==> config.mk <==
export PLATFORM = sky130hd
export DESIGN_NAME = instr_mem
export DESIGN_NICKNAME = d
export VERILOG_FILES = /design/src/rtl/mips_pkg.sv /design/src/rtl/instr_mem.sv
export VERILOG_INCLUDE_DIRS = /design/src /design/src/rtl
export SDC_FILE = /design/constraint.sdc
export NUM_CORES = 2
export LEC_CHECK = 0
export ABC_AREA = 1
export BUFFER_PORTS_ARGS = -buffer_cell sky130_fd_sc_hd__buf_2
export CORE_MARGIN = 1
export CORE_UTILIZATION = 40
export DETAILED_ROUTE_END_ITERATION = 10
export PLACE_DENSITY = 0.55
export SLEW_MARGIN = 25
export SYNTH_ARGS = -nofsm -noshare
export SYNTH_HDL_FRONTEND = slang
export SYNTH_SLANG_ARGS = --single-unit
==> constraint.sdc <==
create_clock -name clock -period 7.2 [get_ports clock]
set_clock_uncertainty 0.05 [all_clocks]
set_input_delay 1.44 -clock clock [delete_from_list [all_inputs] [get_ports clock]]
set_output_delay 1.44 -clock clock [all_outputs]
set_load 0.03 [all_outputs]
==> src/rtl/mips_defs.svh <==
`ifndef MIPS_DEFS_SVH
`define MIPS_DEFS_SVH

// Datapath widths
`define MIPS_XLEN   32          // Data and address width
`define RF_REGS     32          // Architectural registers
`define RF_AW       5           // Register address bits

// Memory depths in words
`define IMEM_WORDS  64          // Program storage
`define IMEM_AW     6           // Instruction word index bits
`define DMEM_WORDS  64          // Data storage
`define DMEM_AW     6           // Data word index bits

`endif

==> src/rtl/mips_pkg.sv <==
`include "mips_defs.svh"

package mips_pkg;

    typedef logic [`MIPS_XLEN-1:0] word_t;      // One machine word
    typedef logic [`RF_AW-1:0]     reg_addr_t;  // Register number

    typedef enum logic [5:0] {
        OP_RTYPE = 6'h00,                       // ALU ops, funct decides
        OP_J     = 6'h02,
        OP_BEQ   = 6'h04,
        OP_ADDI  = 6'h08,
        OP_LW    = 6'h23,
        OP_SW    = 6'h2b
    } opcode_t;

    typedef enum logic [5:0] {
        F_ADD = 6'h20,
        F_SUB = 6'h22,
        F_AND = 6'h24,
        F_OR  = 6'h25,
        F_SLT = 6'h2a
    } funct_t;

    typedef enum logic [2:0] {
        ALU_ADD, ALU_SUB, ALU_AND, ALU_OR, ALU_SLT
    } alu_op_t;

    typedef enum logic {
        RES_ALU = 1'b0,                         // Writeback takes ALU result
        RES_MEM = 1'b1                          // Writeback takes load data
    } sel_result_t;

    //////////////////////////////////////////////////
    // Stage registers, all zero is a bubble

    typedef struct packed {
        word_t       instruction;
        word_t       pc_plus4;
    } if_id_t;

    typedef struct packed {
        word_t       rd0;                       // rs value
        word_t       rd1;                       // rt value
        word_t       sign_imm;
        word_t       pc_plus4;
        reg_addr_t   wa;                        // Already picked rt or rd
        alu_op_t     alu_ctrl;
        logic        rf_we;
        logic        sel_alu_b;
        logic        dmem_we;
        logic        branch;
        sel_result_t sel_result;
    } id_ex_t;

    typedef struct packed {
        word_t       alu_out;
        logic        zero;
        word_t       wd;                        // Store data
        word_t       pc_branch;
        reg_addr_t   wa;
        logic        rf_we;
        sel_result_t sel_result;
        logic        dmem_we;
        logic        branch;
    } ex_mem_t;

    typedef struct packed {
        word_t       alu_out;
        word_t       dmem_rd;
        reg_addr_t   wa;
        logic        rf_we;
        sel_result_t sel_result;
    } mem_wb_t;

endpackage

==> src/rtl/instr_mem.sv <==
`include "mips_defs.svh"

module instr_mem (
    input  logic                clock,
    input  logic                imem_we,        // Program load strobe
    input  logic [`IMEM_AW-1:0] imem_wa,        // Word index
    input  mips_pkg::word_t     imem_wd,
    input  mips_pkg::word_t     pc,
    output mips_pkg::word_t     instruction
);
    import mips_pkg::*;

    word_t mem [`IMEM_WORDS];                   // Program words

    // Loaded by the bench while the core sits in reset
    always_ff @(posedge clock) begin
        if (imem_we) begin
            mem[imem_wa] <= imem_wd;
        end
    end

    assign instruction = mem[pc[`IMEM_AW+1:2]];    // Byte PC to word index

    // Forward-only programs ending in a self jump keep fetch in range
    a_pc_in_range: assert property (
        @(posedge clock) !$isunknown(pc) |->
            (pc[1:0] == 2'b00) && (pc < (`IMEM_WORDS * 4))
    ) else $error("PC %h left instruction memory", pc);

endmodule

* Word level (Yosys, flattened, before mapping)
Memories as Yosys holds them, arrays and structs flattened.
Cells that the tools add are included.
** Cells by class
- Muxes and demuxes :: 2
** Operators by type and width (number)
- 1-bit 2-to-1 mux :: 2
** Storage, ports and cells
- Register bits after elaboration :: 0
- RAM bits :: 2048
- Input bits :: 72
- Memories :: 1
** Memories
- mem :: depth 64, width 32, read ports 1, clocked after memory_dff 0, write ports 1, RTL line instr_mem.sv:13 : word_t mem [`IMEM_WORDS];

* Longest topological paths before layout
- Depth in word-level cells :: 2
- Gate-level depth with buffers :: 13

* Least setup slack after synthesis
No wires, ideal clock.
- Path type :: input to register
- Start point :: input imem_we
- End point :: memory mem[48][0] in the netlist's numbering (enable)
- Setup time :: 0.502 ns
- Arrival :: 5.068 ns
- Data required time :: 6.648 ns
- Slack :: 1.580 ns
- Stages :: 3
- Buffers on the path :: 1
- Path through :: clkbuf_1 nand4_1 nor4_1
** Between the ends
- Longest elaborated chain between the ends :: 2
** Ends and longest elaborated chain
- start: declaration :: RTL line instr_mem.sv:5 : input logic imem_we,
- 1-bit 2-to-1 mux :: RTL line instr_mem.sv:17 : if (imem_we) begin
- 1-bit 2-to-1 mux (not written as such) :: RTL line instr_mem.sv:18 : mem[imem_wa] <= imem_wd;
- end: declaration :: RTL line instr_mem.sv:13
Every way passes these cells.

* Worst setup path after layout
- Start point :: input pc[2]
- End point :: output instruction[12]
** Between the ends
- Longest elaborated chain between the ends :: 1
** Ends and longest elaborated chain
- start: declaration :: RTL line instr_mem.sv:8 : input mips_pkg::word_t pc,
- memory 64 x 32 bit
- end: declaration :: RTL line instr_mem.sv:9 : output mips_pkg::word_t instruction
Every way passes these cells.

==> flow_summary.json <==
{
  "rsz0062_at_grt": "false",
  "slowest_delay_ns": 0.55,
  "die_y_um": 455,
  "timing.final.ws_setup_ns": 1.19,
  "hold_buffers": 0,
  "cp.arrival_ns": 4.52,
  "holdCritPathClass": "in2reg",
  "largest_register_ffs": 2048,
  "whs_path_depth": 1,
  "route.detailed.wl_per_inst_um": 24.5,
  "cp-end-kind": "primary output",
  "gp_congestion": 0.802,
  "start_util_pct": 40.4,
  "cts_resized": 0,
  "synth.distinct_cells": 15,
  "rows": 165,
  "ys_ff_latch": 2048,
  "clock-sinks": 2048,
  "leakage_uw": 0.0324,
  "yosysWarnings": 0,
  "layout.cells.non_filler": 9622,
  "max_cap_viol_count": 0,
  "syn_to_final_growth_pct": 13.1,
  "avgViaCountPerCell": 5.45,
  "cts_buffers": 208,
  "max-vdd-ir-drop_mv": 0.245,
  "path_class": "in2out",
  "post_route_cells_drive_above_1_share_pct": 8.88,
  "dr.first_iter.drc_count": 5472,
  "worst-path-stages": 12,
  "final_common_cell": "nand2_1",
  "setup_tns_ns": 0,
  "outcome": "completed",
  "die_w_um": 455,
  "crit_chain": "buf_8 -> inv_16 -> buf_4 -> nand2_1 -> nand3_1 -> nand3_1 -> nand3_1 -> nand3_1 -> nand2_1 -> nand2_1 -> nand2_1 -> buf_2",
  "io_pins": 104,
  "period_share_pct": 83.5,
  "cp.buffers_inverters": 4,
  "final_cell_mix": "nand2_1, edfxtp_1, nand3_1, clkbuf_16, buf_4",
  "core_area_mm2": 0.203,
  "syn-num-nets": 6809,
  "dr.pass1.iters": 6,
  "grt_pass1_vias": 49000,
  "largest-register": "mem",
  "antenna_found_initial": 21,
  "io_buffers": 77,
  "antenna_left": 0,
  "final_max_slew_viol_count": 0,
  "worstMarginPinSlew_ns": 1.11,
  "grt_overflow_total": 0,
  "place_ws_ns": 1.28,
  "htree_levels": 4,
  "powerDensity_mw_per_mm2": 275,
  "ys_seq_area_share_pct": 74.9,
  "grt_use_total_pct": 22.6,
  "routed_wl_um": 235000,
  "fin_crit_ns": 6.01,
  "detailed_place_hpwl_um": 125000,
  "cts_tree": "built",
  "fin_util_pct": 45.7,
  "hold_violations": 0,
  "largest_registers": "mem: 2048 flops",
  "path_clk_slew_ns": 0.06,
  "synth_area_mm2": 0.0821,
  "syn_inst": 6737,
  "dieArea_mm2": 0.207,
  "num_vias": 52400,
  "cp.required_ns": 5.71,
  "critPathLaunchType": "primary input",
  "drc": 0,
  "fin_area_mm2": 0.0929,
  "place_area_mm2": 0.0861,
  "fmax_mhz": 166,
  "worstPathMaxFanout": 152,
  "grt_max_degree": 167,
  "cts.path.max_buffers": 3,
  "relSlewSlack_pct": 26.1,
  "grt_pass1_wl_um": 342000,
  "setup_viol": 0,
  "dp_cells": 9225,
  "cp_slowest_cell": "inv_16",
  "post_cts_buffers": 0,
  "nets": 6837,
  "synth.avg_cell_area_um2": 12.2,
  "root_buffer": "clkbuf_16",
  "critical-path-top-delay-family": "buffers and inverters"
}
[layout make-up]
class	count	area, um^2
multi-input combinational	4228	18800
fill	18200	110000
sequential	2048	61500
antenna	12	30.0
timing repair buffer	267	2410
clock buffer	259	5440
clock inverter	124	1290
inverter	12	82.6
tap	2672	3340
[worst paths after layout]
kind / from / endpoint / slack [ns]
max: pc[2] / instruction[12] / 1.19
min: imem_wd[30] / mem[10][30]$_DFFE_PP_ / 1.10
[metal layers]
metal  track usage, %  part of all wire (%)  vias up
met5                0                 0.042        -
met4             7.13                   2.6       14
met3             4.14                   7.1      348
met2             36.3                    48     1808
met1             31.2                    43    26100
li1                 -                     -    24100
[power by group]
part / internal, uW / leakage [uW] / switching, uW / total [uW]
combinational: 374 / 0.0107 / 1230 / 1600
sequential: 13200 / 0.0184 / 16.6 / 13200
clock: 6150 / 0.00328 / 4610 / 10800
[Yosys cell counts (all sizes together)]
library cell	instances	share of area, %
nand2	2248	10
edfxtp	2048	75
nand3	1907	12
buf	372	2.4
clkbuf	77	0.35
nor2	56	0.26
inv	12	0.058
nand4	9	0.069
nor4	8	0.061
[kinds of logic (layout without fill, tap and decap cells)]
group / Yosys count / in the layout / synth area share, %
other: 0 / 12 / 0
DFF: 2048 / 2048 / 74.9
and+or+nand+nor: 4228 / 4228 / 22.3
buffers and inverters: 461 / 662 / 2.80
[per-stage QoR]
step / hold slack [ns] / power (uW)
floorplan: 1.49 / 14300
global placement: 2.07 / 15000
detailed placement: 1.93 / 15100
CTS: 1.02 / 25800
global route: 1.07 / 26300
finish: 1.10 / 25600
No activity file was read; power rests on OpenSTA's default activity.
