**config.mk**
```make
export PLATFORM = sky130hd
export DESIGN_NAME = data_mem_flat
export DESIGN_NICKNAME = d
export VERILOG_FILES = /design/src/rtl/mips_pkg.sv /design/src/rtl/mips_ifs.sv /design/src/rtl/data_mem.sv /design/src/flat_wrapper.sv
export VERILOG_INCLUDE_DIRS = /design/src /design/src/rtl
export SDC_FILE = /design/constraint.sdc
export NUM_CORES = 2
export LEC_CHECK = 0
export BUFFER_PORTS_ARGS = -buffer_cell sky130_fd_sc_hd__buf_2
export CAP_MARGIN = 40
export CORE_MARGIN = 5
export CORE_UTILIZATION = 45
export DETAILED_ROUTE_END_ITERATION = 10
export GPL_ROUTABILITY_DRIVEN = 0
export PLACE_DENSITY = 0.59
export SYNTH_ARGS = -nofsm -noshare
export SYNTH_HDL_FRONTEND = slang
export SYNTH_SLANG_ARGS = --single-unit
```
**constraint.sdc**
```tcl
create_clock -name clock -period 4.53 [get_ports clock]
set_clock_uncertainty 0.05 [all_clocks]
set_input_delay 0.906 -clock clock [delete_from_list [all_inputs] [get_ports clock]]
set_output_delay 0.906 -clock clock [all_outputs]
set_load 0.02 [all_outputs]
```
**src/rtl/mips_defs.svh**
```systemverilog
`ifndef MIPS_DEFS_SVH
`define MIPS_DEFS_SVH

// Datapath widths
`define MIPS_XLEN   32          // Data and address width
`define RF_REGS     32          // Architectural registers
`define RF_AW       5           // Register address bits

// Memory depths in words
`define IMEM_WORDS  64          // Program storage
`define IMEM_AW     6           // Instruction word index bits
`define DMEM_WORDS  64          // Data storage
`define DMEM_AW     6           // Data word index bits

`endif

```
**src/rtl/mips_pkg.sv**
```systemverilog
`include "mips_defs.svh"

package mips_pkg;

    typedef logic [`MIPS_XLEN-1:0] word_t;      // One machine word
    typedef logic [`RF_AW-1:0]     reg_addr_t;  // Register number

    typedef enum logic [5:0] {
        OP_RTYPE = 6'h00,                       // ALU ops, funct decides
        OP_J     = 6'h02,
        OP_BEQ   = 6'h04,
        OP_ADDI  = 6'h08,
        OP_LW    = 6'h23,
        OP_SW    = 6'h2b
    } opcode_t;

    typedef enum logic [5:0] {
        F_ADD = 6'h20,
        F_SUB = 6'h22,
        F_AND = 6'h24,
        F_OR  = 6'h25,
        F_SLT = 6'h2a
    } funct_t;

    typedef enum logic [2:0] {
        ALU_ADD, ALU_SUB, ALU_AND, ALU_OR, ALU_SLT
    } alu_op_t;

    typedef enum logic {
        RES_ALU = 1'b0,                         // Writeback takes ALU result
        RES_MEM = 1'b1                          // Writeback takes load data
    } sel_result_t;

    //////////////////////////////////////////////////
    // Stage registers, all zero is a bubble

    typedef struct packed {
        word_t       instruction;
        word_t       pc_plus4;
    } if_id_t;

    typedef struct packed {
        word_t       rd0;                       // rs value
        word_t       rd1;                       // rt value
        word_t       sign_imm;
        word_t       pc_plus4;
        reg_addr_t   wa;                        // Already picked rt or rd
        alu_op_t     alu_ctrl;
        logic        rf_we;
        logic        sel_alu_b;
        logic        dmem_we;
        logic        branch;
        sel_result_t sel_result;
    } id_ex_t;

    typedef struct packed {
        word_t       alu_out;
        logic        zero;
        word_t       wd;                        // Store data
        word_t       pc_branch;
        reg_addr_t   wa;
        logic        rf_we;
        sel_result_t sel_result;
        logic        dmem_we;
        logic        branch;
    } ex_mem_t;

    typedef struct packed {
        word_t       alu_out;
        word_t       dmem_rd;
        reg_addr_t   wa;
        logic        rf_we;
        sel_result_t sel_result;
    } mem_wb_t;

endpackage

```
**src/rtl/mips_ifs.sv**
```systemverilog


interface dmem_bus;
    import mips_pkg::*;

    logic  we;
    word_t addr;                                // Byte address, word aligned
    word_t wd;
    word_t rd;

    modport dp  (output we, addr, wd, input rd);
    modport mem (input we, addr, wd, output rd);
endinterface

```
**src/rtl/data_mem.sv**
```systemverilog
`include "mips_defs.svh"

module data_mem (
    input logic  clock,
    dmem_bus.mem dm
);
    import mips_pkg::*;

    word_t               mem [`DMEM_WORDS];
    logic [`DMEM_AW-1:0] idx;                   // Word index

    assign idx = dm.addr[`DMEM_AW+1:2];

    always_ff @(posedge clock) begin
        if (dm.we) begin
            mem[idx] <= dm.wd;
        end
    end

    assign dm.rd = mem[idx];                    // Same-cycle load data

    // Only word stores inside the array
    a_store_addr: assert property (
        @(posedge clock) dm.we |->
            (dm.addr[1:0] == 2'b00) && (dm.addr < (`DMEM_WORDS * 4))
    ) else $error("Store to bad address %h", dm.addr);

endmodule

```
**src/flat_wrapper.sv**
```systemverilog
// flat-port wrapper written by rule: the top's interface ports become plain ports
module data_mem_flat import mips_pkg::*;
  (clock, dm_we, dm_addr, dm_wd, dm_rd);
  dmem_bus dm_i ();
  input logic clock;
  input wire logic [$bits(dm_i.we)-1:0] dm_we;
  input wire logic [$bits(dm_i.addr)-1:0] dm_addr;
  input wire logic [$bits(dm_i.wd)-1:0] dm_wd;
  output wire logic [$bits(dm_i.rd)-1:0] dm_rd;
  assign dm_i.we = dm_we;
  assign dm_i.addr = dm_addr;
  assign dm_i.wd = dm_wd;
  assign dm_rd = dm_i.rd;
  data_mem u_core (.clock(clock), .dm(dm_i));
endmodule
```
# ---- Word-level counts from Yosys, hierarchy flattened
# Memory sizes are Yosys's and may differ from the RTL's.
# Cells that the tools add are included.
dict set report classes {
  muxes 2
}
# op count
set op_table {}
lappend op_table {{1-bit two-way mux} 2}
dict set report word_totals {
  reg_bits 0
  inputBits 66
  ram_bits 2048
  elab_cells 3
  n_memories 1
  out_inout_bits 32
}
# name words width read_ports rd_clocked_by_memory_dff write_ports line_no
set memory_table {}
lappend memory_table {u_core.mem 64 32 1 0 1 data_mem.sv:9} ;# word_t mem [`DMEM_WORDS];

# ---- Logic depth before layout (Yosys ltp)
dict set report logic_depth {
  ltp_word 2
  ltp_mapped 11
  ltp_nobuf 6
}

# ---- Least setup slack after synthesis
# Ideal clock, no wire load.
dict set report synth_path {
  path_type {input to register}
  from {input dm_addr[3]}
  to {memory u_core.mem[13][0] (netlist name), enable pin}
  arrival_time_ns 3.737
  n_path_buf 5
  setup_ns 0.421
  required_ns 4.059
  cell_stages 8
  slack_ns 0.322
  path_cell_list {buf_6 nor2b_1 buf_2 buf_2 buf_2 buf_1 nand3_1 nor2_1}
}
# element line_no
set synth_lines {}
lappend synth_lines {{start, declared} flat_wrapper.sv:7} ;# input wire logic [$bits(dm_i.addr)-1:0] dm_addr;
lappend synth_lines {{end, declared} data_mem.sv:9}
# No word-level cell before the write port.

# ---- Worst setup path after layout
dict set report layout_path {
  from {input dm_addr[4]}
  to {output dm_rd[24]}
}
dict set report layout_between {
  elab_chain_len 1
}
# element line_no
set layout_lines {}
lappend layout_lines {{memory read 64 x 32 bit} n/a}
lappend layout_lines {{end, declared} flat_wrapper.sv:9} ;# output wire logic [$bits(dm_i.rd)-1:0] dm_rd;
# Every way passes these cells.

==> results.md <==
* H-tree levels at 4
* Vias at 44,516
* Period utilization at 0.9880
* Pwr Density at 431.5 mW/mm²
* Setup violators final at 0
* Drt first pass iters at 6
* DRC viols at 0
* First-pass GRT wire length at around 310 mm
* Vias per cell at 6.128
* Max Slew Vio Count at 0
* Initial Utilization at 0.4536
* DRT iter0 DRCs at 5,579
* Leak pwr at approximately 30 nW
* Largest net degree at the start of global routing at 91
* Num CTS Buffers at 199
* Clk sinks at 2,048
* Largest regs: u_core.mem: 2048 flops
* Max_cap viols at 0
* Syn_nets at 4,478
* CP Launch Type: primary input
* CP Class: primary input to output pin
* Total global routing overflow at 0
* VDD IR max at approximately 0.41 mV
* Post-CTS Setup Bufs at 0
* Max Freq at 223.4 MHz
* EDFF count, synth at 2,048
* HP Start: dm_wd[0]
* Dpl hpwl at 129.9 mm
* Core Area at 0.1721 mm²
* Number of flip-flops in the largest register at between 2,000 and 2,500
* Num ports at 98
* Worst endpoint required time at 3.57 ns
* CTS hold repair buffers at 0
* Antenna violations before repair at 8
* Wirelength, routed at 216.7 mm
* CTS root buffer: clkbuf_16
* Sequential fraction of the synthesis area at 0.7877
* Die area at ~0.18 mm²
* # placed instances at a little under 7,000
* Post-synthesis average cell area at 17.70 µm²
* Die Height at 426.5 µm
* Crit-path max FO at 21
* Status: finished, final reports clean
* Routed wire per std cell at 29.83 µm
* Biggest register: u_core.mem
* Hold Path Depth at 1
* RSZ-0062 raised after global routing: false
* Area of the mapped netlist at 0.07807 mm²
* WP data arrival at approximately 3.5 ns
* Fin Setup TNS at 0 ns
* Min Tclk post-route at approximately 4.5 ns
* Final Util at 0.5300
* Max-slew headroom at 0.4186
* Ys flop type: edfxtp_1
* Area grow syn2layout at 16.85%
* Synth cell types at 53
* Top cells by area, synth: edfxtp_1 79%, a221oi_1 3.6%, a22oi_1 2.6%
* Synthesized flop and latch total at 2,048
* Min-Delay Path Class: primary input to flip-flop
* Worst Tran Pin Value at roughly 0.87 ns
* Most frequent cells in the layout: 2,048 x edfxtp_1, 335 x buf_4, 322 x a221oi_1, 270 x a22oi_1, 201 x clkbuf_16
* Endpoint class of the critical path: output pin
* Overall routing resource usage at 0.2353
* Top cell type by total area after synthesis: edfxtp_1
* Share of Yosys cell area claimed by the top area cell type at 0.7877
* Layout Nets at 4,850
* Synth warn at 0
* FFs w/ async S/R, synth at 0
* Clk slew on worst S/H paths at 0.06 ns
* Number of global-route vias before repair at 43,511
* Post-DRT Antenna Nets at 0
* Worst Hold Endpoint: u_core.mem[55][0]
* Post-Syn Instances at ~4,400
* CTS tree: built
* Rows at 152
* Chip Width at 426.5 µm
* Share of cells above drive strength 1 at 0.2027
* Finished Layout Cells at about 7,300
* Final-report hold violation count at 0
* Port Buffer Count at just over 70
* Commonest non-fill, non-tap cell in the layout: edfxtp_1
* CTS Buffer Depth at 3
[kinds of logic after synthesis]
family                 count (synthesis)  synth area share
muxes                                320           0.05067
buffers and inverters                340           0.01946
and+or+nand+nor                      454           0.02622
AOI/OAI and AO/OA                   1250            0.1159
DFF                                 2048            0.7877
[synthesized netlist by cell type, types with 4 or more instances]
cell / count
nor2_1: 214
buf_6: 5
nand3_1: 8
a211o_1: 12
nand2_1: 92
nand4_1: 26
a22oi_1: 270
a221o_1: 16
buf_4: 19
o221ai_1: 17
o21ai_0: 188
mux2i_1: 186
or3_1: 18
or4_1: 19
a211oi_1: 27
buf_2: 107
or2_2: 6
and2_1: 4
clkbuf_1: 161
a22o_1: 61
a21oi_1: 148
buf_1: 46
mux4_2: 52
a31oi_1: 4
nor2b_1: 8
o22a_1: 25
o22ai_1: 102
a221oi_1: 322
o32ai_1: 5
o211ai_1: 19
nor3_1: 46
o211a_1: 12
o21bai_1: 12
mux2_2: 82
edfxtp_1: 2048
[worst max-delay path: stages]
cell      delay (ns)
buf_12          0.18
buf_12          0.18
inv_6           0.12
buf_12          0.20
a221oi_1        0.27
nor3_1          0.11
nor3_1          0.20
buf_4           0.16
nand4_1         0.24
buf_4           0.23
or4_1           0.47
buf_2           0.20
[stage by stage]
step                power, W  hold slack (ns)  instance area [µm²]  setup WS [ns]
finish               0.03936           0.3818                91230        0.05434
global route         0.04057           0.3629                91210       0.005690
CTS                  0.03960           0.3326                91210        0.03367
detailed placement   0.02386            1.223                85000       -0.04333
global placement     0.02379            1.309                84590       -0.01516
floorplan            0.02252           0.9549                78070         0.3216
[worst max-delay path by stage]
stage	from	to	slack (ns)
detailed placement	dm_addr[4]	dm_rd[24]	-0.04
CTS	dm_addr[4]	dm_rd[24]	0.03
finish	dm_addr[4]	dm_rd[24]	0.05
global placement	dm_addr[4]	dm_rd[24]	-0.02
floorplan	dm_addr[3]	u_core.mem[13][0]	0.32
global route	dm_addr[2]	dm_rd[13]	0.006
[power by group]
part           leakage, nW  total (W)  switching (W)  internal [W]
clock network         3.03     0.0159        0.00700       0.00891
registers             18.4     0.0210      0.0000287        0.0210
logic                 7.68    0.00245        0.00162      0.000826
total                 29.1     0.0394        0.00865        0.0307
[layout make-up]
type	count	area [µm²]
clock inverters	108	962.2
well taps	2310	2890
flip-flops and latches	2048	61500
clock buffers	257	5240
inverters	2	15.01
fillers	13675	80890
multi-input cells	2024	15610
repair buffers	509	4995
diodes	6	15.01
[layer usage]
| layer | wire length [µm] | part of all wire | vias up | track usage |
|---|---|---|---|---|
| met2 | 103600 | 0.48 | 1956 | 0.3787 |
| li1 | - | - | 19132 | - |
| met3 | 16690 | 0.077 | 308 | 0.03527 |
| met4 | 5866 | 0.027 | 0 | 0.06489 |
| met1 | 90570 | 0.42 | 23120 | 0.3375 |
| met5 | 0 | 0 | - | 0 |
[timing repair]
item / CTS / global route
gates resized for setup: 2 / 1
pin swaps: 1 / 0
endpoints found under the setup margin: 1 / 1
No activity file was read; power rests on OpenSTA's default activity.
