`src/rtl/mips_defs.svh`:
```
`ifndef MIPS_DEFS_SVH
`define MIPS_DEFS_SVH

// Datapath widths
`define MIPS_XLEN   32          // Data and address width
`define RF_REGS     32          // Architectural registers
`define RF_AW       5           // Register address bits

// Memory depths in words
`define IMEM_WORDS  64          // Program storage
`define IMEM_AW     6           // Instruction word index bits
`define DMEM_WORDS  64          // Data storage
`define DMEM_AW     6           // Data word index bits

`endif

```
`src/rtl/mips_pkg.sv`:
```
`include "mips_defs.svh"

package mips_pkg;

    typedef logic [`MIPS_XLEN-1:0] word_t;      // One machine word
    typedef logic [`RF_AW-1:0]     reg_addr_t;  // Register number

    typedef enum logic [5:0] {
        OP_RTYPE = 6'h00,                       // ALU ops, funct decides
        OP_J     = 6'h02,
        OP_BEQ   = 6'h04,
        OP_ADDI  = 6'h08,
        OP_LW    = 6'h23,
        OP_SW    = 6'h2b
    } opcode_t;

    typedef enum logic [5:0] {
        F_ADD = 6'h20,
        F_SUB = 6'h22,
        F_AND = 6'h24,
        F_OR  = 6'h25,
        F_SLT = 6'h2a
    } funct_t;

    typedef enum logic [2:0] {
        ALU_ADD, ALU_SUB, ALU_AND, ALU_OR, ALU_SLT
    } alu_op_t;

    typedef enum logic {
        RES_ALU = 1'b0,                         // Writeback takes ALU result
        RES_MEM = 1'b1                          // Writeback takes load data
    } sel_result_t;

    //////////////////////////////////////////////////
    // Stage registers, all zero is a bubble

    typedef struct packed {
        word_t       instruction;
        word_t       pc_plus4;
    } if_id_t;

    typedef struct packed {
        word_t       rd0;                       // rs value
        word_t       rd1;                       // rt value
        word_t       sign_imm;
        word_t       pc_plus4;
        reg_addr_t   wa;                        // Already picked rt or rd
        alu_op_t     alu_ctrl;
        logic        rf_we;
        logic        sel_alu_b;
        logic        dmem_we;
        logic        branch;
        sel_result_t sel_result;
    } id_ex_t;

    typedef struct packed {
        word_t       alu_out;
        logic        zero;
        word_t       wd;                        // Store data
        word_t       pc_branch;
        reg_addr_t   wa;
        logic        rf_we;
        sel_result_t sel_result;
        logic        dmem_we;
        logic        branch;
    } ex_mem_t;

    typedef struct packed {
        word_t       alu_out;
        word_t       dmem_rd;
        reg_addr_t   wa;
        logic        rf_we;
        sel_result_t sel_result;
    } mem_wb_t;

endpackage

```
`src/rtl/mips_ifs.sv`:
```
// Control unit answers the decode-stage instruction in the same cycle
interface ctrl_bus (input logic clock);
    import mips_pkg::*;

    word_t       d_instruction;                 // From if_id
    alu_op_t     alu_ctrl;
    logic        rf_we;
    logic        sel_alu_b;                     // 1 picks the immediate
    sel_result_t sel_result;
    logic        sel_wa;                        // 1 picks rd, else rt
    logic        dmem_we;
    logic        branch;

    modport cu (input clock, input d_instruction,
                output alu_ctrl, rf_we, sel_alu_b, sel_result, sel_wa, dmem_we, branch);
    modport dp (output d_instruction,
                input alu_ctrl, rf_we, sel_alu_b, sel_result, sel_wa, dmem_we, branch);
endinterface


```
`src/rtl/control_unit.sv`:
```
module control_unit (
    ctrl_bus.cu ctrl
);
    import mips_pkg::*;

    opcode_t opcode;
    funct_t  funct;

    assign opcode = opcode_t'(ctrl.d_instruction[31:26]);
    assign funct  = funct_t'(ctrl.d_instruction[5:0]);

    always_comb begin
        // Defaults form a bubble
        ctrl.alu_ctrl   = ALU_ADD;
        ctrl.rf_we      = 1'b0;
        ctrl.sel_alu_b  = 1'b0;
        ctrl.sel_result = RES_ALU;
        ctrl.sel_wa     = 1'b0;
        ctrl.dmem_we    = 1'b0;
        ctrl.branch     = 1'b0;
        case (opcode)
            OP_RTYPE: begin
                ctrl.sel_wa = 1'b1;             // Destination in rd
                ctrl.rf_we  = 1'b1;
                case (funct)
                    F_ADD:   ctrl.alu_ctrl = ALU_ADD;
                    F_SUB:   ctrl.alu_ctrl = ALU_SUB;
                    F_AND:   ctrl.alu_ctrl = ALU_AND;
                    F_OR:    ctrl.alu_ctrl = ALU_OR;
                    F_SLT:   ctrl.alu_ctrl = ALU_SLT;
                    default: ctrl.rf_we    = 1'b0;    // Also the all-zero bubble
                endcase
            end
            OP_ADDI: begin
                ctrl.rf_we     = 1'b1;
                ctrl.sel_alu_b = 1'b1;
            end
            OP_LW: begin
                ctrl.rf_we      = 1'b1;
                ctrl.sel_alu_b  = 1'b1;         // Base plus offset
                ctrl.sel_result = RES_MEM;
            end
            OP_SW: begin
                ctrl.dmem_we   = 1'b1;
                ctrl.sel_alu_b = 1'b1;
            end
            OP_BEQ: begin
                ctrl.alu_ctrl = ALU_SUB;        // Zero flag means equal
                ctrl.branch   = 1'b1;
            end
            default: begin
                // j already redirected in fetch, nothing left to do
            end
        endcase
    end

    a_one_writer: assert property (
        @(posedge ctrl.clock) !(ctrl.rf_we && ctrl.dmem_we)
    ) else $error("Decode enables register and memory write together");

endmodule

```
`src/flat_wrapper.sv`:
```
// flat-port wrapper written by rule: the top's interface ports become plain ports
module control_unit_flat import mips_pkg::*;
  (clock, ctrl_d_instruction, ctrl_alu_ctrl, ctrl_rf_we, ctrl_sel_alu_b, ctrl_sel_result, ctrl_sel_wa, ctrl_dmem_we, ctrl_branch);
  ctrl_bus ctrl_i (.clock(clock));
  input wire logic clock;
  input wire logic [$bits(ctrl_i.d_instruction)-1:0] ctrl_d_instruction;
  output wire logic [$bits(ctrl_i.alu_ctrl)-1:0] ctrl_alu_ctrl;
  output wire logic [$bits(ctrl_i.rf_we)-1:0] ctrl_rf_we;
  output wire logic [$bits(ctrl_i.sel_alu_b)-1:0] ctrl_sel_alu_b;
  output wire logic [$bits(ctrl_i.sel_result)-1:0] ctrl_sel_result;
  output wire logic [$bits(ctrl_i.sel_wa)-1:0] ctrl_sel_wa;
  output wire logic [$bits(ctrl_i.dmem_we)-1:0] ctrl_dmem_we;
  output wire logic [$bits(ctrl_i.branch)-1:0] ctrl_branch;
  assign ctrl_i.d_instruction = ctrl_d_instruction;
  assign ctrl_alu_ctrl = ctrl_i.alu_ctrl;
  assign ctrl_rf_we = ctrl_i.rf_we;
  assign ctrl_sel_alu_b = ctrl_i.sel_alu_b;
  assign ctrl_sel_result = ctrl_i.sel_result;
  assign ctrl_sel_wa = ctrl_i.sel_wa;
  assign ctrl_dmem_we = ctrl_i.dmem_we;
  assign ctrl_branch = ctrl_i.branch;
  control_unit u_core (.ctrl(ctrl_i));
endmodule
```
`config.mk`:
```
export PLATFORM = sky130hd
export DESIGN_NAME = control_unit_flat
export DESIGN_NICKNAME = d
export VERILOG_FILES = /design/src/rtl/mips_pkg.sv /design/src/rtl/mips_ifs.sv /design/src/rtl/control_unit.sv /design/src/flat_wrapper.sv
export VERILOG_INCLUDE_DIRS = /design/src /design/src/rtl
export SDC_FILE = /design/constraint.sdc
export NUM_CORES = 1
export LEC_CHECK = 0
export CAP_MARGIN = 15
export CORE_AREA = 4 4 41 43
export DETAILED_ROUTE_END_ITERATION = 16
export DIE_AREA = 0 0 45 47
export DONT_BUFFER_PORTS = 1
export GPL_TIMING_DRIVEN = 0
export SYNTH_ARGS = -nofsm -noshare
export SYNTH_HDL_FRONTEND = slang
export SYNTH_SLANG_ARGS = --single-unit
```
`constraint.sdc`:
```
create_clock -name vclk -period 1
set_input_delay 0.15 -clock vclk [all_inputs]
set_output_delay 0.15 -clock vclk [all_outputs]
set_load 0.02 [all_outputs]
```
# Word-level counts from Yosys, hierarchy flattened
# Index checks and enable logic that the tools add are counted.
# word_totals
register_bits	0
out_inout_bits	9
elab_cells	22
# classes
n_eq_ne	9
reduce_logical	4
mux	9
# op_table
op	n
6-bit equality test, second input constant	7
3-bit case mux with 4 select lines	1
6-bit by 3-bit equality test with 1-bit output, second input constant	1
6-bit by 4-bit equality test with 1-bit output, second input constant	1
6-bit logical NOT	1
1-bit two-way mux	6
3-bit case mux with 2 select lines	1
5-bit OR reduction	1
3-bit OR reduction	1
1-bit case mux with 2 select lines	1
2-bit OR reduction	1

# Depth between registers and ports, before layout
# logic_depth
ltp_word	4
ltp_mapped	3
ltp_nobuf	3

# Worst setup path after synthesis
# Ideal clock, no wire load.
# synth_path
path_type	input -> output
start	input ctrl_d_instruction[26]
end	output ctrl_alu_ctrl[1]
slack_ns	-0.476
cell_stages	3
arrival_ns	1.326
path_cell_list	nor3_1 -> nand3_1 -> nor4b_1
# synth_via
elab_chain_len	2
# synth_lines
element	line	source
start, declared	flat_wrapper.sv:6	input wire logic [$bits(ctrl_i.d_instruction)-1:0] ctrl_d_instruction;
6-bit by 3-bit equality test with 1-bit output or 6-bit logical NOT (tied branches)	control_unit.sv:21	case (opcode)
3-bit case mux with 2 select lines (*)	control_unit.sv:21	
end, declared	flat_wrapper.sv:7	output wire logic [$bits(ctrl_i.alu_ctrl)-1:0] ctrl_alu_ctrl;
# Every way passes the cells marked *; elsewhere a longest branch is shown, timed or not.

# Worst setup path in the final report
# layout_path
start	input ctrl_d_instruction[26]
end	output ctrl_rf_we
# layout_via
elab_chain_len	3
# layout_lines
element	line	source
6-bit by 4-bit equality test with 1-bit output or 6-bit equality test (tied branches)	control_unit.sv:21	
2-bit OR reduction (no source line)	n/a	
1-bit case mux with 2 select lines (*)	control_unit.sv:21	
end, declared	flat_wrapper.sv:8	output wire logic [$bits(ctrl_i.rf_we)-1:0] ctrl_rf_we;
# Marks and branches as above.

==> out/results.ini <==
[global_route]
gr-usage-met2_pct=11.0
grt_first_pass_wirelength_um=1010
met3_usage_pct=1.15
use_met1_pct=7.95
antenna_found_initial=0
grt_pass1_vias=217
track_usage_pct=6.08
top_usage_layer=met2
grt_overflow=0
grt_max_degree=8

[final_layout]
nets=62
syn2layout_area_growth_pct=76.6
seq_cells=0
diodes=0
regArea_um2=0
nClkBuffers=0
nFillCells=151
fin_util_pct=24.6
drive_gt1_share_pct=63.0
instances_no_fill=42

[floorplanning]
coreArea_mm2=0.00130
initial_utilization_pct=13.9
core.rowCount=13
die_w_um=45
die_y_um=47
io_pins=42
dieArea_mm2=0.00212

[logic_synthesis]
synth_nets=58
synth_xor_area_share_pct=0
ys_seq_area_share_pct=0
ys_warn_count=0
synth_area_leader_cell=nor4b_1
synth-compound-area-share_pct=25.5
synth-simple-area-share_pct=58.6
syn_inst=25
yosys.cell_count.top_type=nor3_1
synth_top_family_by_area=simple AND/OR/NAND/NOR gates
syn_area_um2=181
synthTopCellsByArea=nor4b_1 9.7%, nor3_1 8.3%, mux2_4 8.3%
synth_top_area_share_pct=9.66
syn_area_per_cell_um2=7.26
synthAdderAreaFrac_pct=0
synth_common_cells=3 x nor3_1, 2 x and2_1, 2 x nand3_1, 2 x nor4_1, 2 x nor4b_1
yosysUniqueCellTypes=19
synth.area.mux_share_pct=13.8

[power_and_ir_drop]
leakagePower_nw=0.104
p_per_area_mw_per_mm2=172
ir_worst_vdd_mv=0.0600
total_power_mw=0.0552

[sta]
fin_tns_setup_ps=-751
fmax_mhz=784
rsz0062_at_grt=true
finalCritPeriodShare_pct=128
hold_viol=0
setup_violations=6
fin_ws_ps=-276
worstMarginPinSlew_ps=567
max_slew_margin_pct=62.1
min_period_ps=1280
slew_viol_final=0

[placement]
routabilityCongestion=0.626
port_buffers=0
hpwl_um=538
dp.cells=40

[clocking]
cts-hold-fix-buffers=0

[routing]
drt-total-wl_um=620
avgRoutedWirePerCell_um=14.8
drtAntennaViolNets=0
firstDrtPassIters=2
drc=0
viasPerCell=5.33
drtIter0Drc=1
vias=224

[hold_path]
hold_class=in2out
hold_start=ctrl_d_instruction[30]

[critical_path]
crit_start=ctrl_d_instruction[26]
worstPathMaxFanout=3
start_kind=input pin
cp_data_required_time_ps=850
cp-end-kind=output pin
critPathArrivalTime_ps=1130
crit_type=in2out

[run_status]
failed_checks=negative setup slack
outcome=finished, violations left

[run]
cap_viol_max_count=0

through the flow:
stage	instance area, um2	hold WS, ps	setup slack [ps]
2_1_floorplan	250	331	-255
3_3_place_gp	269	335	-291
3_5_place_dp	269	335	-295
4_1_cts	308	335	-286
5_1_grt	320	337	-309
6_report	320	335	-276
routing by layer:
layer / wire length, um / part of all wire (%)
met1: 204 / 33
met2: 339 / 55
met3: 76 / 12
met4: 0 / 0
met5: 0 / 0
report_power, final:
part           switching, mW  internal, mW
Sequential                 0             0
Clock                      0             0
Combinational         0.0243        0.0309
Total                 0.0243        0.0309
area by class of cell:
cell class                 count  area (um2)  area share [%]
tap                           15        18.8            5.86
timing repair buffer           2        15.0            4.69
inverter                       1        3.75            1.17
multi-input combinational     24         283            88.3
final timing paths:
kind / endpoint / slack (ps) / cells past startpoint
setup / recovery: ctrl_rf_we / -280 / 3
hold / removal: ctrl_rf_we / 330 / 1
worst max-delay path: stages:
cell      delay [ps]
or3_4            370
mux2_4           280
a211oi_4         330
layout by cell type, fill, tap and decap left out, drive strengths merged:
cell type and instances:
nor3 3, buf 2, and2 2, nand3 2, nor4b 2, nor4 2
a211oi 2, or3 1, nor2b 1, and3b 1, nor3b 1, inv 1
o211a 1, o21a 1, mux2 1, mux2i 1, o2111ai 1, nand2b 1
nand2 1
cell families (layout without fill, tap and decap cells):
family                 Yosys count  in the layout
AOI/OAI and AO/OA                5              5
muxes                            2              2
buffers and inverters            1              3
and+or+nand+nor                 17             17
repair_timing:
action | CTS | global route
setup endpoints to repair | 8 | 8
pin swaps | 5 | 3
resized for setup | 4 | 2
buffers inserted | 2 | 0
(Power assumes the default switching activity.)
