`config.mk`:
```
export PLATFORM = sky130hd
export DESIGN_NAME = hazard_unit_flat
export DESIGN_NICKNAME = d
export VERILOG_FILES = /design/src/rtl/mips_pkg.sv /design/src/rtl/mips_ifs.sv /design/src/rtl/hazard_unit.sv /design/src/flat_wrapper.sv
export VERILOG_INCLUDE_DIRS = /design/src /design/src/rtl
export SDC_FILE = /design/constraint.sdc
export NUM_CORES = 1
export LEC_CHECK = 0
export BUFFER_PORTS_ARGS = -buffer_cell sky130_fd_sc_hd__buf_2
export CORE_UTILIZATION = 25
export DETAILED_ROUTE_END_ITERATION = 10
export PLACE_DENSITY = 0.7
export SLEW_MARGIN = 20
export SYNTH_ARGS = -nofsm -noshare
export SYNTH_HDL_FRONTEND = slang
export SYNTH_SLANG_ARGS = --single-unit
```
`constraint.sdc`:
```
create_clock -name vclk -period 0.8
set_input_delay 0 -clock vclk [all_inputs]
set_output_delay 0 -clock vclk [all_outputs]
set_load 0.005 [all_outputs]
```
`src/rtl/mips_defs.svh`:
```
`ifndef MIPS_DEFS_SVH
`define MIPS_DEFS_SVH

// Datapath widths
`define MIPS_XLEN   32          // Data and address width
`define RF_REGS     32          // Architectural registers
`define RF_AW       5           // Register address bits

// Memory depths in words
`define IMEM_WORDS  64          // Program storage
`define IMEM_AW     6           // Instruction word index bits
`define DMEM_WORDS  64          // Data storage
`define DMEM_AW     6           // Data word index bits

`endif

```
`src/rtl/mips_pkg.sv`:
```
`include "mips_defs.svh"

package mips_pkg;

    typedef logic [`MIPS_XLEN-1:0] word_t;      // One machine word
    typedef logic [`RF_AW-1:0]     reg_addr_t;  // Register number

    typedef enum logic [5:0] {
        OP_RTYPE = 6'h00,                       // ALU ops, funct decides
        OP_J     = 6'h02,
        OP_BEQ   = 6'h04,
        OP_ADDI  = 6'h08,
        OP_LW    = 6'h23,
        OP_SW    = 6'h2b
    } opcode_t;

    typedef enum logic [5:0] {
        F_ADD = 6'h20,
        F_SUB = 6'h22,
        F_AND = 6'h24,
        F_OR  = 6'h25,
        F_SLT = 6'h2a
    } funct_t;

    typedef enum logic [2:0] {
        ALU_ADD, ALU_SUB, ALU_AND, ALU_OR, ALU_SLT
    } alu_op_t;

    typedef enum logic {
        RES_ALU = 1'b0,                         // Writeback takes ALU result
        RES_MEM = 1'b1                          // Writeback takes load data
    } sel_result_t;

    //////////////////////////////////////////////////
    // Stage registers, all zero is a bubble

    typedef struct packed {
        word_t       instruction;
        word_t       pc_plus4;
    } if_id_t;

    typedef struct packed {
        word_t       rd0;                       // rs value
        word_t       rd1;                       // rt value
        word_t       sign_imm;
        word_t       pc_plus4;
        reg_addr_t   wa;                        // Already picked rt or rd
        alu_op_t     alu_ctrl;
        logic        rf_we;
        logic        sel_alu_b;
        logic        dmem_we;
        logic        branch;
        sel_result_t sel_result;
    } id_ex_t;

    typedef struct packed {
        word_t       alu_out;
        logic        zero;
        word_t       wd;                        // Store data
        word_t       pc_branch;
        reg_addr_t   wa;
        logic        rf_we;
        sel_result_t sel_result;
        logic        dmem_we;
        logic        branch;
    } ex_mem_t;

    typedef struct packed {
        word_t       alu_out;
        word_t       dmem_rd;
        reg_addr_t   wa;
        logic        rf_we;
        sel_result_t sel_result;
    } mem_wb_t;

endpackage

```
`src/rtl/mips_ifs.sv`:
```


// Register dependences and branch outcome, stall and flush back
interface hazard_bus;
    import mips_pkg::*;

    reg_addr_t d_rs, d_rt;                      // Decode sources
    reg_addr_t e_wa, m_wa, w_wa;                // Older stage destinations
    logic      e_we, m_we, w_we;
    logic      m_taken;                         // Taken beq in memory stage
    logic      stall;
    logic      flush;

    modport dp (output d_rs, d_rt, e_wa, e_we, m_wa, m_we, w_wa, w_we, m_taken,
                input stall, flush);
    modport hu (input d_rs, d_rt, e_wa, e_we, m_wa, m_we, w_wa, w_we, m_taken,
                output stall, flush);
endinterface


```
`src/rtl/hazard_unit.sv`:
```
module hazard_unit (
    input logic   clock,
    input logic   rst,
    hazard_bus.hu hz
);
    import mips_pkg::*;

    logic dep_rs;                               // rs still being produced
    logic dep_rt;                               // rt still being produced

    // Pending write to the same nonzero register
    function automatic logic hit(input reg_addr_t src, input reg_addr_t wa, input logic we);
        return we && (wa == src) && (src != '0);
    endfunction

    // No forwarding, so wait until writeback has retired the value
    assign dep_rs = hit(hz.d_rs, hz.e_wa, hz.e_we) ||
                    hit(hz.d_rs, hz.m_wa, hz.m_we) ||
                    hit(hz.d_rs, hz.w_wa, hz.w_we);
    assign dep_rt = hit(hz.d_rt, hz.e_wa, hz.e_we) ||
                    hit(hz.d_rt, hz.m_wa, hz.m_we) ||
                    hit(hz.d_rt, hz.w_wa, hz.w_we);

    assign hz.flush = hz.m_taken;                           // Kill three younger stages
    assign hz.stall = (dep_rs || dep_rt) && !hz.m_taken;    // Flush wins

    //////////////////////////////////////////////////
    // Checks

    // ex_mem is a bubble right after a flush
    a_flush_single: assert property (
        @(posedge clock) disable iff (rst) hz.flush |=> !hz.flush
    ) else $error("Flush held for two cycles");

    // Stage registers hold bubbles once reset has been sampled
    a_no_stall_in_reset: assert property (
        @(posedge clock) rst |=> !hz.stall
    ) else $error("Stall raised during reset");

endmodule

```
`src/flat_wrapper.sv`:
```
// flat-port wrapper written by rule: the top's interface ports become plain ports
module hazard_unit_flat import mips_pkg::*;
  (clock, rst, hz_d_rs, hz_d_rt, hz_e_wa, hz_e_we, hz_m_wa, hz_m_we, hz_w_wa, hz_w_we, hz_m_taken, hz_stall, hz_flush);
  hazard_bus hz_i ();
  input logic clock;
  input logic rst;
  input wire logic [$bits(hz_i.d_rs)-1:0] hz_d_rs;
  input wire logic [$bits(hz_i.d_rt)-1:0] hz_d_rt;
  input wire logic [$bits(hz_i.e_wa)-1:0] hz_e_wa;
  input wire logic [$bits(hz_i.e_we)-1:0] hz_e_we;
  input wire logic [$bits(hz_i.m_wa)-1:0] hz_m_wa;
  input wire logic [$bits(hz_i.m_we)-1:0] hz_m_we;
  input wire logic [$bits(hz_i.w_wa)-1:0] hz_w_wa;
  input wire logic [$bits(hz_i.w_we)-1:0] hz_w_we;
  input wire logic [$bits(hz_i.m_taken)-1:0] hz_m_taken;
  output wire logic [$bits(hz_i.stall)-1:0] hz_stall;
  output wire logic [$bits(hz_i.flush)-1:0] hz_flush;
  assign hz_i.d_rs = hz_d_rs;
  assign hz_i.d_rt = hz_d_rt;
  assign hz_i.e_wa = hz_e_wa;
  assign hz_i.e_we = hz_e_we;
  assign hz_i.m_wa = hz_m_wa;
  assign hz_i.m_we = hz_m_we;
  assign hz_i.w_wa = hz_w_wa;
  assign hz_i.w_we = hz_w_we;
  assign hz_i.m_taken = hz_m_taken;
  assign hz_stall = hz_i.stall;
  assign hz_flush = hz_i.flush;
  hazard_unit u_core (.clock(clock), .rst(rst), .hz(hz_i));
endmodule
```
After elaboration in Yosys (flattened, before gate mapping) --
Cells that the tools add are included.
Word-level totals: input bits 31, logic and storage cells 27, output and inout bits 2, register bits 0
Operators by class: reduce and logical (&&, ||, !) cells 21, equal/unequal tests 6
Operators with widths (number):
- 5-bit == test | 6
- 1-bit logical AND | 13
- 5-bit nonzero test | 2
- 1-bit logical OR | 5
- 1-bit logical NOT | 1

Logic depth before layout (Yosys ltp) --
Gate-level depths: netlist (run 1).
word-level depth 7, gate-level depth with buffers 5, depth with buffers taken out 5

Worst setup path before layout (run 1) --
No wires, ideal clock.
path type input-to-output, start point input hz_d_rs[0], end point output hz_stall, cell stages on the path 5, path buffers 0, data arrival time 0.709 ns, path slack 0.091 ns, required time 0.800 ns, path through xor2_1 > nor4_1 > nand3_1 > nand3_1 > a22o_2
Between the ends: cells in the longest elaborated chain, start to end 7, elaborated cells between the ends (all ways) 14, those cells by class 3 x eq/ne; 11 x reduce/logical
Ends and longest elaborated chain:
- from (decl) | line flat_wrapper.sv:7 | input wire logic [$bits(hz_i.d_rs)-1:0] hz_d_rs;
- 5-bit == test | line hazard_unit.sv:13 | return we && (wa == src) && (src != '0);
- 1-bit logical AND (2 in series) | line hazard_unit.sv:13
- 1-bit logical OR | line hazard_unit.sv:17 | assign dep_rs = hit(hz.d_rs, hz.e_wa, hz.e_we) ||
- 1-bit logical OR (*) | line hazard_unit.sv:18 | hit(hz.d_rs, hz.m_wa, hz.m_we) ||
- 1-bit logical OR (*) | line hazard_unit.sv:25 | assign hz.stall = (dep_rs || dep_rt) && !hz.m_taken;
- 1-bit logical AND (*) | line hazard_unit.sv:25
- to (decl) | line flat_wrapper.sv:16 | output wire logic [$bits(hz_i.stall)-1:0] hz_stall;
Mark *: on every way between the ends. The rest lies on a longest branch, timed or not.

Worst setup path in the final report (run 1) --
start point input hz_d_rt[0], end point output hz_stall
Between the ends: cells in the longest elaborated chain, start to end 7, elaborated cells between the ends (all ways) 14, those cells by class 3 x eq/ne; 11 x reduce/logical
Ends and longest elaborated chain:
- from (decl) | line flat_wrapper.sv:8 | input wire logic [$bits(hz_i.d_rt)-1:0] hz_d_rt;
- 5-bit == test | line hazard_unit.sv:13
- 1-bit logical AND (2 in series) | line hazard_unit.sv:13
- 1-bit logical OR | line hazard_unit.sv:20 | assign dep_rt = hit(hz.d_rt, hz.e_wa, hz.e_we) ||
- 1-bit logical OR (*) | line hazard_unit.sv:21 | hit(hz.d_rt, hz.m_wa, hz.m_we) ||
- 1-bit logical OR (*) | line hazard_unit.sv:25
- 1-bit logical AND (*) | line hazard_unit.sv:25
Marked as above.

==> impl_metrics.env, run 1 <==
export IMPL_status="finished, violations left"
export IMPL_violations="negative setup slack"
export IMPL_holdPathStages=2
export IMPL_yosys_area_top_type="xor2_1"
export IMPL_drc=0
export IMPL_yosys_warnings=0
export IMPL_pre_cts_ws_ps=-247
export IMPL_fmax_mhz=995
export IMPL_vias=505
export IMPL_globalplace_congestion=0.934
export IMPL_dieHeight_um=41.3
export IMPL_syn_avg_cell_area_um2=7.41
export IMPL_design_core_area_um2=1370
export IMPL_dr_max_layer_used="met3"
export IMPL_design_seq_count=0
export IMPL_setup_tns_final_ps=-205
export IMPL_synthesis_area_um2=385
export IMPL_post_route_util_pct=52.3
export IMPL_final_antenna_net_count=0
export IMPL_fin_ws_ps=-205
export IMPL_drtPass1Iterations=4
export IMPL_seq_area_um2=0
export IMPL_path_common_cell="nand3_1"
export IMPL_wl_met1_um=568
export IMPL_path_cells="buf_8 > xor2_1 > nor4_2 > nand3_1 > nand3_1 > a22o_2 > buf_2"
export IMPL_grt_pass1_vias=420
export IMPL_hold_start="hz_m_taken"
export IMPL_required_ps=800
export IMPL_slew_violations=0
export IMPL_fillers=130
export IMPL_worst_pin_slew_ps=279
export IMPL_worst_path_max_delay_cell="nor4_2"
export IMPL_wl_met2_um=630
export IMPL_ir_worst_vdd_mv=0.215
export IMPL_drive_gt1_share_pct=48.9
export IMPL_powerDensity_nw_per_um2=515
export IMPL_antenna_found_initial=0
export IMPL_rsz0062_at_grt="yes"
export IMPL_timing_final_crit_share_pct=126
export IMPL_grt_usage_pct=15.3
export IMPL_via_per_inst=4.72
export IMPL_relSlewSlack_pct=81.2
export IMPL_slowest_delay_ps=310
export IMPL_first_iter_violations=13
export IMPL_post_drt_wl_per_cell_um=12.1
export IMPL_wl_met3_um=91
export IMPL_routed_wl_um=1290
export IMPL_synthCells=52
export IMPL_drv_cap=0
export IMPL_grt_overflow_total=0
export IMPL_grt_max_degree=5
export IMPL_hold_viol=0
export IMPL_initial_core_util_pct=28.2
export IMPL_critPathLaunchType="primary input"
export IMPL_crit_fanout=4
export IMPL_area_growth_pct=85.4
export IMPL_cp_end_kind="output port"
export IMPL_seq_area_frac_synth_pct=0
export IMPL_min_to="hz_flush"
export IMPL_ys_types=9
export IMPL_grt_pass1_wl_um=1770
export IMPL_portBuffers=31
export IMPL_criticalPathCategory="primary input to output port"
export IMPL_syn_nets=83
export IMPL_synth_top_cell_area_share_pct=54.5
export IMPL_hp_class="primary input to output port"
export IMPL_io_pins=33
export IMPL_dp_cells=107
export IMPL_nClkBuffers=0
export IMPL_post_cts_buffers=0
export IMPL_cp_data_arrival_time_ps=1000
export IMPL_rows=13
export IMPL_final_cells=107
export IMPL_num_nets_final=125
export IMPL_dieArea_um2=1700
export IMPL_synth_area_leaders="xor2_1, xnor2_1, nand3_1"
export IMPL_power_leakage_nw=0.343
export IMPL_min_period_ps=1000
export IMPL_antennaDiodeCount=0
export IMPL_die_w_um=41.3
export IMPL_setup_viol_count_final=1
-- routing by layer --
layer / up-vias / global-route usage, %
li1: 263 / -
met1: 222 / 20.6
met2: 20 / 28.1
met3: 0 / 0.543
met4: 0 / 0
met5: - / 0
-- cells in the final DEF, fill, tap and decap left out --
cell type,count
nor3_1,2
buf_4,14
nor4_2,2
buf_8,2
xor2_2,1
nor2_1,2
nand3_1,8
a22o_2,1
nor4_1,4
xor2_1,23
buf_2,19
a21oi_1,2
buf_6,6
xnor2_1,6
-- worst max-delay path by stage --
stage               startpoint  endpoint  slack, ps
finish              hz_d_rt[0]  hz_stall       -200
global route        hz_d_rs[2]  hz_stall       -260
CTS                 hz_d_rt[0]  hz_stall       -210
detailed placement  hz_d_rt[4]  hz_stall       -250
global placement    hz_d_rt[0]  hz_stall       -260
floorplan           hz_d_rs[0]  hz_stall         90
-- Yosys cell counts --
cell type,instances
nor2_1,2
nor3_1,2
nor4_1,6
xnor2_1,6
xor2_1,24
nand3_1,8
buf_4,1
a21oi_1,2
a22o_2,1
-- power breakdown --
part,leakage (nW),internal (mW),total [mW],switching [mW]
Clock,0,0,0,0
Combinational,0.343,0.207,0.368,0.160
Sequential,0,0,0,0
-- critical path: cells and delay by family --
kind | cells | cell delay, ps
AO/OA/AOI/OAI | 1 | 130
XOR/XNOR | 1 | 160
buffers and inverters | 2 | 200
AND/OR/NAND/NOR | 3 | 510
-- cell families after synthesis --
family	after synthesis	synth area share (%)
XOR/XNOR	30	68.2
AND/OR/NAND/NOR	18	24.7
AO/OA/AOI/OAI	3	5.20
buffers and inverters	1	1.95
-- layout make-up --
cell class / count / area, um^2 / share of cell area [%]
Timing Repair Buffer: 41 / 298 / 41.7
Multi-Input combinational cell: 51 / 398 / 55.7
Tap cell: 15 / 18.8 / 2.63
-- per-stage QoR --
| step | hold WS [ps] | area [um^2] | total power, mW |
|---|---|---|---|
| 2_1_floorplan | 80.8 | 385 | 0.132 |
| 3_3_place_gp | 202 | 627 | 0.316 |
| 3_5_place_dp | 205 | 627 | 0.316 |
| 4_1_cts | 206 | 648 | 0.331 |
| 5_1_grt | 209 | 714 | 0.399 |
| 6_report | 214 | 714 | 0.368 |
-- what timing repair did --
item | CTS | global route
cloned | 0 | 0
pin swaps | 14 | 15
endpoints found under the setup margin | 1 | 1
hold buffers | 0 | 0
resized for setup | 7 | 14
No activity file was read; power rests on OpenSTA's default activity.
==> inputs of run 2 (changes only) <==
CELL_PAD_IN_SITES_DETAIL_PLACEMENT = 1   (was not set)
CELL_PAD_IN_SITES_GLOBAL_PLACEMENT = 1   (was not set)
CORE_UTILIZATION = 24   (was 25)
PLACE_DENSITY = 0.93   (was 0.7)
==> impl_metrics.env, run 2 (same netlist as run 1, synthesis figures left out) <==
export IMPL_design_core_area_um2=1510
export IMPL_critPathLaunchType="primary input"
export IMPL_timing_final_crit_share_pct=135
export IMPL_relSlewSlack_pct=79.7
export IMPL_power_leakage_nw=0.357
export IMPL_required_ps=800
export IMPL_dieHeight_um=42.1
export IMPL_hp_class="primary input to output port"
export IMPL_placed_area_um2=628
export IMPL_via_per_inst=4.96
export IMPL_fmax_mhz=925
export IMPL_rows=14
export IMPL_dieArea_um2=1770
export IMPL_die_w_um=42.1
export IMPL_antenna_found_initial=0
export IMPL_first_iter_violations=7
export IMPL_portBuffers=31
export IMPL_rsz0062_at_grt="yes"
export IMPL_setup_tns_final_ps=-281
export IMPL_worst_pin_slew_ps=302
export IMPL_mostFrequentLayoutCells="xor2_1, buf_2, buf_4"
export IMPL_grt_usage_pct=20.4
export IMPL_routed_wl_um=1800
export IMPL_multi_input_area_um2=437
export IMPL_design_seq_count=0
export IMPL_crit_start="hz_e_wa[0]"
export IMPL_grt_max_degree=5
export IMPL_vias=541
export IMPL_io_pins=33
export IMPL_setup_viol_count_final=1
export IMPL_cp_data_arrival_time_ps=1080
export IMPL_criticalPathCategory="primary input to output port"
export IMPL_cp_end_kind="output port"
export IMPL_crit_fanout=2
export IMPL_final_cell_area_um2=758
export IMPL_area_growth_pct=96.8
export IMPL_final_cells=109
export IMPL_dp_cells=108
export IMPL_min_period_ps=1080
export IMPL_status="finished, violations left"
export IMPL_post_drt_wl_per_cell_um=16.5
export IMPL_drive_gt1_share_pct=55.9
export IMPL_violations="negative setup slack"
export IMPL_drtPass1Iterations=4
export IMPL_num_nets_final=126
export IMPL_grt_pass1_wl_um=2760
export IMPL_cp_endpoint="hz_stall"
export IMPL_holdWs_ps=204
export IMPL_ir_worst_vdd_mv=0.197
export IMPL_final_common_cell="xor2_1"
export IMPL_globalplace_congestion=0.904
export IMPL_antennaDiodeCount=0
export IMPL_drv_cap=0
export IMPL_slew_violations=0
export IMPL_powerDensity_nw_per_um2=537
export IMPL_fillers=191
export IMPL_nClkBuffers=0
export IMPL_hpwl_um=1420
export IMPL_grt_pass1_vias=610
export IMPL_final_antenna_net_count=0
export IMPL_initial_core_util_pct=25.6
export IMPL_fin_ws_ps=-281
export IMPL_drc=0
export IMPL_hold_viol=0
export IMPL_grt_overflow_total=0
export IMPL_postCtsHoldBufs=0
export IMPL_seq_area_um2=0
[run 2: cell count changes in the layout (fill, tap and decap cells not counted)]
cell and delta:
xor2_1 -2, nor4_1 -3, nor4_2 +3, nand3_2 +1, nand3_1 -1, buf_8 -2
xor2_2 +2, buf_6 +3
[run 2: stage by stage]
stage,worst slack (ps),utilization (%),power [mW]
2_1_floorplan,91.0,-,0.132
3_3_place_gp,-255,41.7,0.316
3_5_place_dp,-406,41.7,0.332
4_1_cts,-250,48.1,0.385
5_1_grt,-336,50.3,0.435
6_report,-281,50.3,0.407
[run 2: report_power, final]
group	switching (mW)	internal, mW
Clock	0	0
Sequential	0	0
Combinational	0.192	0.216
[run 2: worst min path at each step]
stage          endpoint  slack, ps  startpoint  cells after the start
3_5_place_dp   hz_flush        210  hz_m_taken                      2
4_1_cts        hz_flush        210  hz_m_taken                      2
2_1_floorplan  hz_flush         80  hz_m_taken                      1
5_1_grt        hz_flush        220  hz_m_taken                      2
6_report       hz_flush        200  hz_m_taken                      2
3_3_place_gp   hz_flush        200  hz_m_taken                      2
[run 2: critical path: stages]
cell,delay (ps)
buf_6,90
xor2_1,160
nor4_2,340
nand3_1,150
nand3_1,100
a22o_2,130
buf_2,100
[run 2: timing repair]
| item | 4_1_cts | 5_1_grt |
|---|---|---|
| setup endpoints to repair | 1 | 1 |
| pin swaps | 18 | 5 |
| resized for setup | 18 | 7 |
| endpoints found under the hold margin | 0 | 0 |
| setup buffers | 1 | 0 |
[run 2: per-layer routing]
| layer | up-vias | GRT usage, % | part of all wire (%) | wire length (um) |
|---|---|---|---|---|
| met5 | - | 0 | 0 | 0 |
| met4 | 0 | 6.25 | 3.2 | 57 |
| met3 | 6 | 1.72 | 2.9 | 53 |
| met2 | 20 | 39.7 | 54 | 977 |
| met1 | 253 | 23.0 | 40 | 712 |
| li1 | 262 | - | - | - |
[run 2: cell type report]
| type | count | share of cell area, % |
|---|---|---|
| multi-input cells | 51 | 57.6 |
| well taps | 16 | 2.64 |
| repair buffers | 42 | 39.8 |
==> inputs of run 3 (changes only) <==
CORE_MARGIN = 2   (was not set)
SLEW_MARGIN = not set   (was 20)
==> impl_metrics.env, run 3 (same netlist as run 1, synthesis figures left out) <==
export IMPL_status="finished, violations left"
export IMPL_violations="negative setup slack"
export IMPL_path_cells="buf_2 > xor2_1 > nor4_1 > nand3_1 > nand3_1 > a22o_2 > buf_2"
export IMPL_critPathTopFamily="simple AND/OR/NAND/NOR gates"
export IMPL_slew_violations=0
export IMPL_mostFrequentLayoutCells="buf_2, xor2_1, buf_4"
export IMPL_required_ps=800
export IMPL_powerDensity_nw_per_um2=537
export IMPL_hold_viol=0
export IMPL_power_leakage_nw=0.354
export IMPL_dieHeight_um=44.1
export IMPL_cp_end_kind="output port"
export IMPL_placed_area_um2=636
export IMPL_grt_usage_pct=18.7
export IMPL_vias=532
export IMPL_fin_ws_ps=-303
export IMPL_portBuffers=31
export IMPL_cp_data_arrival_time_ps=1100
export IMPL_antennaDiodeCount=0
export IMPL_via_per_inst=4.88
export IMPL_globalplace_congestion=0.936
export IMPL_drive_gt1_share_pct=55.9
export IMPL_design_core_area_um2=1510
export IMPL_final_antenna_net_count=0
export IMPL_setup_viol_count_final=1
export IMPL_hpwl_um=1430
export IMPL_postCtsHoldBufs=0
export IMPL_slowest_delay_ps=370
export IMPL_setup_tns_final_ps=-303
export IMPL_dieArea_um2=1940
export IMPL_final_cell_area_um2=764
export IMPL_rsz0062_at_grt="yes"
export IMPL_worst_path_max_delay_cell="nor4_1"
export IMPL_rows=14
export IMPL_grt_pass1_vias=606
export IMPL_initial_core_util_pct=25.6
export IMPL_nClkBuffers=0
export IMPL_crit_cells=7
export IMPL_path_buf_inv=2
export IMPL_grt_overflow_total=0
export IMPL_drc=0
export IMPL_io_pins=33
export IMPL_relSlewSlack_pct=76.8
export IMPL_grt_max_degree=5
export IMPL_routed_wl_um=1760
export IMPL_min_period_ps=1100
export IMPL_ir_worst_vdd_mv=0.252
export IMPL_die_w_um=44.1
export IMPL_timing_final_crit_share_pct=138
export IMPL_seq_area_um2=0
export IMPL_num_nets_final=126
export IMPL_first_iter_violations=2
export IMPL_grt_pass1_wl_um=2680
export IMPL_drtPass1Iterations=4
export IMPL_fmax_mhz=907
export IMPL_antenna_found_initial=0
export IMPL_critPathLaunchType="primary input"
export IMPL_hp_class="primary input to output port"
export IMPL_final_common_cell="buf_2"
export IMPL_finalPower_mw=0.411
export IMPL_area_growth_pct=98.4
export IMPL_crit_fanout=2
export IMPL_design_seq_count=0
export IMPL_drv_cap=0
export IMPL_criticalPathCategory="primary input to output port"
export IMPL_holdPathStages=2
export IMPL_post_drt_wl_per_cell_um=16.2
export IMPL_worst_pin_slew_ps=346
run 3: stage by stage:
step / hold slack, ps / std cells / util [%] / worst slack [ps]
floorplan: 80.8 / 52 / - / 91.0
global route: 216 / 109 / 50.7 / -373
CTS: 206 / 109 / 44.3 / -250
global placement: 204 / 109 / 42.2 / -251
finish: 203 / 109 / 50.7 / -303
detailed placement: 205 / 109 / 42.2 / -330
run 3: timing repair:
item | CTS | global route
pin swaps | 8 | 13
buffers inserted | 0 | 0
gates resized for setup | 7 | 26
setup endpoints to repair | 1 | 1
run 3: layer usage:
| metal | up-vias | track usage (%) | share of wire [%] |
|---|---|---|---|
| met5 | - | 0 | 0 |
| met4 | 0 | 3.64 | 2.4 |
| met3 | 4 | 1.63 | 3.7 |
| met2 | 18 | 38.2 | 57 |
| met1 | 251 | 20.2 | 37 |
| li1 | 259 | - | - |
run 3: worst paths after layout:
kind	startpoint	end
setup / recovery	hz_d_rs[0]	hz_stall
hold / removal	hz_m_taken	hz_flush
run 3: final cells by class:
type | instances | area, um^2
well taps | 16 | 20.0
fillers | 196 | 742
multi-input cells | 51 | 440
repair buffers | 42 | 304
run 3: power by group:
part	switching [mW]	internal, mW
combinational	0.192	0.219
clock	0	0
sequential	0	0
total	0.192	0.219
